File: src/fetch_params.svh
`ifndef FETCH_PARAMS_SVH
`define FETCH_PARAMS_SVH

// queue slots and the starting credit count.
`define FETCH_QUEUE_DEPTH 4

// predictor entries indexed by pc bits above bit 1.
`define FETCH_BTB_ENTRIES 16

`define FETCH_RESET_PC 32'h0000_0000

// addi x0, x0, 0.
`define FETCH_NOP 32'h0000_0013

`endif

File: src/fetch_pkg.sv
package fetch_pkg;

    // predecode class of a fetched word.
    typedef enum logic [1:0] {
        OP_JAL    = 2'd0,
        OP_BRANCH = 2'd1,
        OP_OTHER  = 2'd2
    } opcode_e;

    // two-bit saturating counter.
    typedef enum logic [1:0] {
        STRONG_NT = 2'd0,
        WEAK_NT   = 2'd1,
        WEAK_T    = 2'd2,
        STRONG_T  = 2'd3
    } ctr_state_e;

    typedef struct packed {
        logic [31:0] pc;
        logic [31:0] instr;
        logic        pred_taken;
    } fetch_entry_t;

endpackage

File: src/fetch_if.sv
`timescale 1ns/1ps

interface fetch_if;

    fetch_pkg::fetch_entry_t entry;
    logic                    entry_valid;
    logic                    pop;   // only while entry_valid is high.
    logic                    flush; // empties the queue on the next edge.

    modport queue (
        output entry,
        output entry_valid,
        input  pop,
        input  flush
    );

    modport issue (
        input  entry,
        input  entry_valid,
        output pop,
        output flush
    );

endinterface

File: src/branch_predictor.sv
`timescale 1ns/1ps
`include "fetch_params.svh"

module branch_predictor (
    input  logic        clk_i,
    input  logic        rst_i,
    input  logic [31:0] lookup_pc_i,
    output logic        pred_taken_o,
    output logic [31:0] pred_target_o,
    input  logic        update_valid_i,
    input  logic [31:0] update_pc_i,
    input  logic        update_taken_i,
    input  logic [31:0] update_target_i
);

    localparam int ENTRIES = `FETCH_BTB_ENTRIES;
    localparam int IW      = $clog2(ENTRIES);

    fetch_pkg::ctr_state_e ctr_q [ENTRIES];
    logic [31:0]           target_q [ENTRIES];
    logic [ENTRIES-1:0]    valid_q;

    logic [IW-1:0]         lookup_idx;
    logic [IW-1:0]         update_idx;
    fetch_pkg::ctr_state_e ctr_next;

    assign lookup_idx = lookup_pc_i[IW+1:2];
    assign update_idx = update_pc_i[IW+1:2];

    assign pred_taken_o  = valid_q[lookup_idx] &&
                           (ctr_q[lookup_idx] == fetch_pkg::WEAK_T ||
                            ctr_q[lookup_idx] == fetch_pkg::STRONG_T);
    assign pred_target_o = target_q[lookup_idx];

    // one step toward the resolved outcome.
    always_comb begin
        ctr_next = ctr_q[update_idx];
        case (ctr_q[update_idx])
            fetch_pkg::STRONG_NT: ctr_next = update_taken_i ? fetch_pkg::WEAK_NT
                                                            : fetch_pkg::STRONG_NT;
            fetch_pkg::WEAK_NT:   ctr_next = update_taken_i ? fetch_pkg::WEAK_T
                                                            : fetch_pkg::STRONG_NT;
            fetch_pkg::WEAK_T:    ctr_next = update_taken_i ? fetch_pkg::STRONG_T
                                                            : fetch_pkg::WEAK_NT;
            fetch_pkg::STRONG_T:  ctr_next = update_taken_i ? fetch_pkg::STRONG_T
                                                            : fetch_pkg::WEAK_T;
            default:              ctr_next = fetch_pkg::WEAK_NT;
        endcase
    end

    always_ff @(posedge clk_i) begin
        if (!rst_i) begin
            for (int i = 0; i < ENTRIES; i++) begin
                ctr_q[i] <= fetch_pkg::WEAK_NT;
            end
            valid_q <= '0;
        end else if (update_valid_i) begin
            ctr_q[update_idx] <= ctr_next;
            if (update_taken_i) begin
                valid_q[update_idx] <= 1'b1; // entry holds a target from now on.
            end
        end
    end

    always_ff @(posedge clk_i) begin
        if (update_valid_i && update_taken_i) begin
            target_q[update_idx] <= update_target_i;
        end
    end

endmodule

File: src/fetch_issue.sv
`timescale 1ns/1ps
`include "fetch_params.svh"

module fetch_issue (
    input  logic        clk_i,
    input  logic        rst_i,
    input  logic        stall_i,
    input  logic        redirect_valid_i,
    fetch_if.issue      q,
    output logic        jal_redirect_o,
    output logic [31:0] jal_target_o,
    output logic [31:0] pc_o,
    output logic [31:0] instr_o,
    output logic        pred_taken_o,
    output logic        instr_valid_o
);

    fetch_pkg::opcode_e opcode;
    logic [31:0]        j_imm;

    always_comb begin
        case (q.entry.instr[6:0])
            7'b1101111: opcode = fetch_pkg::OP_JAL;
            7'b1100011: opcode = fetch_pkg::OP_BRANCH;
            default:    opcode = fetch_pkg::OP_OTHER;
        endcase
    end

    assign j_imm = {{12{q.entry.instr[31]}}, q.entry.instr[19:12], q.entry.instr[20],
                    q.entry.instr[30:21], 1'b0};

    assign q.pop = q.entry_valid && !stall_i && !redirect_valid_i;

    // a jal the predictor missed is resolved here.
    assign jal_redirect_o = q.pop && (opcode == fetch_pkg::OP_JAL) && !q.entry.pred_taken;
    assign jal_target_o   = q.entry.pc + j_imm;
    assign q.flush        = redirect_valid_i || jal_redirect_o;

    always_ff @(posedge clk_i) begin
        if (!rst_i) begin
            pc_o          <= `FETCH_RESET_PC;
            instr_o       <= `FETCH_NOP;
            pred_taken_o  <= 1'b0;
            instr_valid_o <= 1'b0;
        end else if (!stall_i) begin
            if (q.pop) begin
                pc_o          <= q.entry.pc;
                instr_o       <= q.entry.instr;
                pred_taken_o  <= q.entry.pred_taken;
                instr_valid_o <= 1'b1;
            end else begin
                instr_o       <= `FETCH_NOP; // bubble.
                pred_taken_o  <= 1'b0;
                instr_valid_o <= 1'b0;
            end
        end
    end

endmodule

File: src/fetch_top.sv
`timescale 1ns/1ps

module fetch_top (
    input  logic        clk_i,
    input  logic        rst_i,
    output logic        imem_req_o,
    output logic [31:0] imem_addr_o,
    input  logic [31:0] imem_rdata_i,
    input  logic        stall_i,
    input  logic        redirect_valid_i,
    input  logic [31:0] redirect_pc_i,
    input  logic        update_valid_i,
    input  logic [31:0] update_pc_i,
    input  logic        update_taken_i,
    input  logic [31:0] update_target_i,
    output logic [31:0] pc_o,
    output logic [31:0] instr_o,
    output logic        pred_taken_o,
    output logic        instr_valid_o
);

    logic        req_fire;
    logic [31:0] req_pc;
    logic        req_pred_taken;
    logic        credit_return;
    logic        pred_taken;
    logic [31:0] pred_target;
    logic        jal_redirect;
    logic [31:0] jal_target;

    fetch_if fetch_q ();

    assign imem_req_o  = req_fire;
    assign imem_addr_o = req_pc;

    branch_predictor bp_i (
        .clk_i          (clk_i),
        .rst_i          (rst_i),
        .lookup_pc_i    (req_pc),
        .pred_taken_o   (pred_taken),
        .pred_target_o  (pred_target),
        .update_valid_i (update_valid_i),
        .update_pc_i    (update_pc_i),
        .update_taken_i (update_taken_i),
        .update_target_i(update_target_i)
    );

    pc_generator pcg_i (
        .clk_i           (clk_i),
        .rst_i           (rst_i),
        .redirect_valid_i(redirect_valid_i),
        .redirect_pc_i   (redirect_pc_i),
        .jal_redirect_i  (jal_redirect),
        .jal_target_i    (jal_target),
        .credit_return_i (credit_return),
        .pred_taken_i    (pred_taken),
        .pred_target_i   (pred_target),
        .req_fire_o      (req_fire),
        .req_pc_o        (req_pc),
        .req_pred_taken_o(req_pred_taken)
    );

    instr_queue iq_i (
        .clk_i           (clk_i),
        .rst_i           (rst_i),
        .req_fire_i      (req_fire),
        .req_pc_i        (req_pc),
        .req_pred_taken_i(req_pred_taken),
        .rsp_data_i      (imem_rdata_i),
        .credit_return_o (credit_return),
        .q               (fetch_q.queue)
    );

    fetch_issue fi_i (
        .clk_i           (clk_i),
        .rst_i           (rst_i),
        .stall_i         (stall_i),
        .redirect_valid_i(redirect_valid_i),
        .q               (fetch_q.issue),
        .jal_redirect_o  (jal_redirect),
        .jal_target_o    (jal_target),
        .pc_o            (pc_o),
        .instr_o         (instr_o),
        .pred_taken_o    (pred_taken_o),
        .instr_valid_o   (instr_valid_o)
    );

endmodule

File: src/instr_queue.sv
`timescale 1ns/1ps
`include "fetch_params.svh"

module instr_queue (
    input  logic        clk_i,
    input  logic        rst_i,
    input  logic        req_fire_i,
    input  logic [31:0] req_pc_i,
    input  logic        req_pred_taken_i,
    input  logic [31:0] rsp_data_i,
    output logic        credit_return_o,
    fetch_if.queue      q
);

    localparam int DEPTH = `FETCH_QUEUE_DEPTH;
    localparam int AW    = $clog2(DEPTH);
    localparam int CW    = AW + 1;

    fetch_pkg::fetch_entry_t mem [DEPTH];
    fetch_pkg::fetch_entry_t push_entry;

    logic          rsp_valid_q;
    logic [31:0]   rsp_pc_q;
    logic          rsp_pred_q;
    logic [AW-1:0] wr_ptr_q;
    logic [AW-1:0] rd_ptr_q;
    logic [CW-1:0] count_q;
    logic [CW-1:0] pending_q; // credits still owed to the pc generator.
    logic [CW-1:0] pending_d;
    logic          push;

    assign push = rsp_valid_q && !q.flush;

    assign push_entry.pc         = rsp_pc_q;
    assign push_entry.instr      = rsp_data_i;
    assign push_entry.pred_taken = rsp_pred_q;

    assign q.entry       = mem[rd_ptr_q];
    assign q.entry_valid = (count_q != '0);

    assign credit_return_o = q.pop || (pending_q != '0);

    always_comb begin
        pending_d = pending_q + CW'(q.pop) - CW'(credit_return_o);
        if (q.flush) begin
            // every slot left after the pop, plus the dropped response.
            pending_d = pending_d + count_q - CW'(q.pop) + CW'(rsp_valid_q);
        end
    end

    always_ff @(posedge clk_i) begin
        if (!rst_i) begin
            rsp_valid_q <= 1'b0;
            wr_ptr_q    <= '0;
            rd_ptr_q    <= '0;
            count_q     <= '0;
            pending_q   <= '0;
        end else begin
            rsp_valid_q <= req_fire_i;
            pending_q   <= pending_d;
            if (q.flush) begin
                wr_ptr_q <= '0;
                rd_ptr_q <= '0;
                count_q  <= '0;
            end else begin
                if (push) begin
                    wr_ptr_q <= wr_ptr_q + 1'b1;
                end
                if (q.pop) begin
                    rd_ptr_q <= rd_ptr_q + 1'b1;
                end
                count_q <= count_q + CW'(push) - CW'(q.pop);
            end
        end
    end

    always_ff @(posedge clk_i) begin
        rsp_pc_q   <= req_pc_i;
        rsp_pred_q <= req_pred_taken_i;
        if (push) begin
            mem[wr_ptr_q] <= push_entry;
        end
    end

endmodule

File: src/pc_generator.sv
`timescale 1ns/1ps
`include "fetch_params.svh"

module pc_generator (
    input  logic        clk_i,
    input  logic        rst_i,
    input  logic        redirect_valid_i,
    input  logic [31:0] redirect_pc_i,
    input  logic        jal_redirect_i,
    input  logic [31:0] jal_target_i,
    input  logic        credit_return_i,
    input  logic        pred_taken_i,
    input  logic [31:0] pred_target_i,
    output logic        req_fire_o,
    output logic [31:0] req_pc_o,
    output logic        req_pred_taken_o
);

    localparam int CW = $clog2(`FETCH_QUEUE_DEPTH) + 1;

    logic [31:0]   pc_q;
    logic [31:0]   pc_d;
    logic [CW-1:0] credits_q;
    logic [CW-1:0] credits_d;

    // a credit returned this cycle can be spent at once.
    assign req_fire_o = rst_i && (credits_q != '0 || credit_return_i) &&
                        !redirect_valid_i && !jal_redirect_i;
    assign req_pc_o         = pc_q;
    assign req_pred_taken_o = pred_taken_i;

    always_comb begin
        if (redirect_valid_i) begin
            pc_d = redirect_pc_i;
        end else if (jal_redirect_i) begin
            pc_d = jal_target_i;
        end else if (req_fire_o && pred_taken_i) begin
            pc_d = pred_target_i;
        end else if (req_fire_o) begin
            pc_d = pc_q + 32'd4;
        end else begin
            pc_d = pc_q;
        end
    end

    assign credits_d = credits_q - CW'(req_fire_o) + CW'(credit_return_i);

    always_ff @(posedge clk_i) begin
        if (!rst_i) begin
            pc_q      <= `FETCH_RESET_PC;
            credits_q <= CW'(`FETCH_QUEUE_DEPTH);
        end else begin
            pc_q      <= pc_d;
            credits_q <= credits_d;
        end
    end

endmodule

File: config.mk
export PLATFORM = sky130hd
export DESIGN_NAME = fetch_top
export DESIGN_NICKNAME = d
export VERILOG_FILES = /design/src/fetch_pkg.sv /design/src/fetch_if.sv /design/src/branch_predictor.sv /design/src/fetch_issue.sv /design/src/fetch_top.sv /design/src/instr_queue.sv /design/src/pc_generator.sv
export VERILOG_INCLUDE_DIRS = /design/src /design/src/src
export SDC_FILE = /design/constraint.sdc
export NUM_CORES = 1
export LEC_CHECK = 0
export BUFFER_PORTS_ARGS = -buffer_cell sky130_fd_sc_hd__buf_2
export CAP_MARGIN = 20
export CORE_MARGIN = 4
export CORE_UTILIZATION = 55
export DETAILED_ROUTE_END_ITERATION = 6
export GPL_ROUTABILITY_DRIVEN = 1
export GPL_TIMING_DRIVEN = 1
export MAX_ROUTING_LAYER = met4
export PLACE_DENSITY = 0.73
export REMOVE_ABC_BUFFERS = 1
export SYNTH_ARGS = -nofsm -noshare
export SYNTH_HDL_FRONTEND = slang
export SYNTH_SLANG_ARGS = --single-unit
File: constraint.sdc
create_clock -name clk_i -period 14.33 [get_ports clk_i]
set_input_delay 1.433 -clock clk_i [delete_from_list [all_inputs] [get_ports clk_i]]
set_output_delay 1.433 -clock clk_i [all_outputs]
set_load 0.1 [all_outputs]
==> flow_summary.ini <==
[die]
rows = 97
core-area_um2 = 70000
die_area_um2 = 74900
die-width_um = 274
die_h_um = 274
ios = 233
initial_core_util_pct = 55.4

[timing]
max_slew.worst_pin.slew_ps = 1130
min_period_ps = 6180
finalSetupTns_ps = 0
setup_viol = 0
finalWorstSetupSlack_ps = 8150
rsz0062_at_grt = no
period_share_pct = 43.1
hold_viol = 0
fmax_ghz = 0.162
clock_skew_ps = 24.1
max_slew_margin_pct = 24.5
slew_violations = 0

[detailed_routing]
num_vias = 21700
via_per_inst = 6.21
final_antenna_net_count = 0
drtIter0Drc = 2342
drcViolationCount = 0
routed_wl_um = 91500
first_pass_iters = 5
wl_per_cell_um = 26.3

[critical_path]
critPathCaptureType = output port
r2r_setup_slack_ps = 9420
ff2ff_path_depth = 10
arrival_ps = 4740
cp_data_required_time_ps = 12900
cp-startpoint = rst_i
cp_max_fo = 48
crit_path_start_kind = primary input
path_class = primary input to output port

[cts]
cts_tree = done
clk_pin_slew_ps = 60
ctsResizeCount = 0
clock-sinks = 971
clockBufferDepth = 3
cts_setup_buffers = 0
clk-insertion-delay-late_ps = 650
numCtsBuffers = 95
cts_root_buf = clkbuf_16
htreeDepth = 3
ctsHoldBuffers = 0

[global_routing]
grt_first_pass_wirelength_um = 136000
grt_max_degree = 67
grt_pass1_vias = 22000
track_usage_pct = 25.1
antenna_found_initial = 15
gr-total-overflow = 0

[logic_synthesis]
ys_ff_latch = 971
syn-mean-instance-area_um2 = 17.4
synth_cells = 2235
ys_seq_area_share_pct = 70.8
synth_area_leaders = edfxtp_1 62%, mux4_2 14%, dfxtp_1 8.6%
synth_top_cell_by_area = edfxtp_1
synth-edff-count = 804
synth_cell_types = 70
synth_area_um2 = 38800
async_flop_share_pct = 0
yosys_warnings = 0
synth_top_area_share_pct = 62.2
synth_ff_type = edfxtp_1

[placed_design]
port_buffers = 204
place_ws_ps = 8280
gp_congestion = 0.903
dp_hpwl_um = 54100

[pwr]
power_leakage_nw = 14.6
vdd_ir_drop_max_mv = 0.106
power_density_nw_per_um2 = 141

[min_path]
hold_depth = 0
hold_start = pcg_i.req_pc_o[0]
hp-class = flip-flop to flip-flop

[layout]
nNetsFinal = 2635
drive_gt1_share_pct = 26.3
synthToLayoutAreaGrowth_pct = 13.6

[outcome]
status = completed

[run]
cap_viol_max_count = 0
[layout by cell type, fill, tap and decap left out, types with 44 or more instances in the layout]
cell       synthesis  layout
edfxtp_1         804     804
mux4_2           241     241
buf_2             25     204
dfxtp_1          167     161
nand2_1          154     154
nor2_1           161     149
clkbuf_16          0      95
a21oi_1           82      82
o21ai_0           48      48
nand3_1           44      44
[cell usage after synthesis, types with 4 or more instances]
library cell / n
buf_2: 25
a211oi_1: 17
xor2_1: 21
or4_1: 4
and3_1: 12
ha_1: 41
nor2_1: 161
o22ai_1: 6
or3_1: 7
fa_1: 6
o21a_1: 4
dfxtp_1: 167
edfxtp_1: 804
nand2_1: 154
xnor2_1: 35
o31a_1: 6
and2_1: 8
mux2_2: 5
o21ai_0: 48
o221ai_1: 10
mux2i_1: 17
a21oi_1: 82
nand2b_1: 12
nor3_1: 30
a22oi_1: 35
a21o_1: 15
buf_1: 15
nand3_1: 44
o21bai_1: 4
clkbuf_1: 80
mux4_2: 241
inv_1: 31
nor3b_1: 4
nor2b_1: 6
o211ai_1: 7
nand4_1: 12
a31oi_1: 8
[power by group]
part           internal (W)  leakage [nW]  total, W  switching [W]
clock network       0.00144          1.50   0.00248        0.00104
logic              0.000224          4.43  0.000586       0.000361
registers           0.00312          8.63   0.00317      0.0000521
[through the flow]
| stage | hold WS [ps] | power [W] | cells | utilization, % | instance area (um^2) |
|---|---|---|---|---|---|
| 6_report | 400 | 0.00623 | 3484 | 63.0 | 44100 |
| 5_1_grt | 408 | 0.00644 | 3483 | 63.0 | 44100 |
| 4_1_cts | 400 | 0.00626 | 3473 | 62.9 | 44100 |
| 3_5_place_dp | 391 | 0.00381 | 3297 | 58.5 | 41000 |
| 3_3_place_gp | 397 | 0.00379 | 3297 | 58.5 | 41000 |
| 2_1_floorplan | 435 | 0.00365 | 2112 | - | 38300 |
[worst paths after layout]
kind / to
max: imem_req_o
min: iq_i.rsp_pc_q[0]
max reg2reg: pcg_i.req_pc_o[12]
min reg2reg: iq_i.rsp_pc_q[0]
[routing by layer]
metal  track usage [%]  wire length [um]  vias up
met5                 -                 0        -
met4              7.57              2650        0
met3              4.44              6950      187
met2              41.6             46600      977
met1              32.3             35300    11100
li1                  -                 -     9354
[cell families after synthesis]
logic type / after synthesis / synth area share [%]
simple gates: 466 / 5.41
mux: 264 / 14.6
buf+inv: 154 / 1.61
compound gates: 275 / 4.61
flops: 971 / 70.8
fa+ha+maj: 49 / 1.68
xor+xnor: 56 / 1.26
[state kept, by name (all words and copies together) (netlist names), named ones only]
signal              count
bp_i.ctr_q             32
bp_i.target_q         512
bp_i.valid_q           16
fi_i.instr_o           32
fi_i.instr_valid_o      1
fi_i.pc_o              32
fi_i.pred_taken_o       1
iq_i.count_q            3
iq_i.mem              260
iq_i.pending_q          3
iq_i.rd_ptr_q           2
iq_i.rsp_pc_q          32
iq_i.rsp_pred_q         1
iq_i.rsp_valid_q        1
iq_i.wr_ptr_q           2
pcg_i.credits_q         3
pcg_i.req_pc_o         32
[cell type report]
type / instances / area, um^2
Sequential cell: 971 / 27500
Antenna cell: 11 / 27.5
Inverter: 31 / 118
Fill cell: 4785 / 25900
Clock inverter: 50 / 542
Multi-Input combinational cell: 1110 / 10900
Clock buffer: 126 / 2550
Timing Repair Buffer: 245 / 1330
Tap cell: 940 / 1180
[critical path, stage by stage]
cell and delay [ps]:
buf_2 70, buf_4 510, clkinv_2 810, a31o_1 660, nor2_1 570, buf_2 580
No activity file was read; power rests on OpenSTA's default activity.
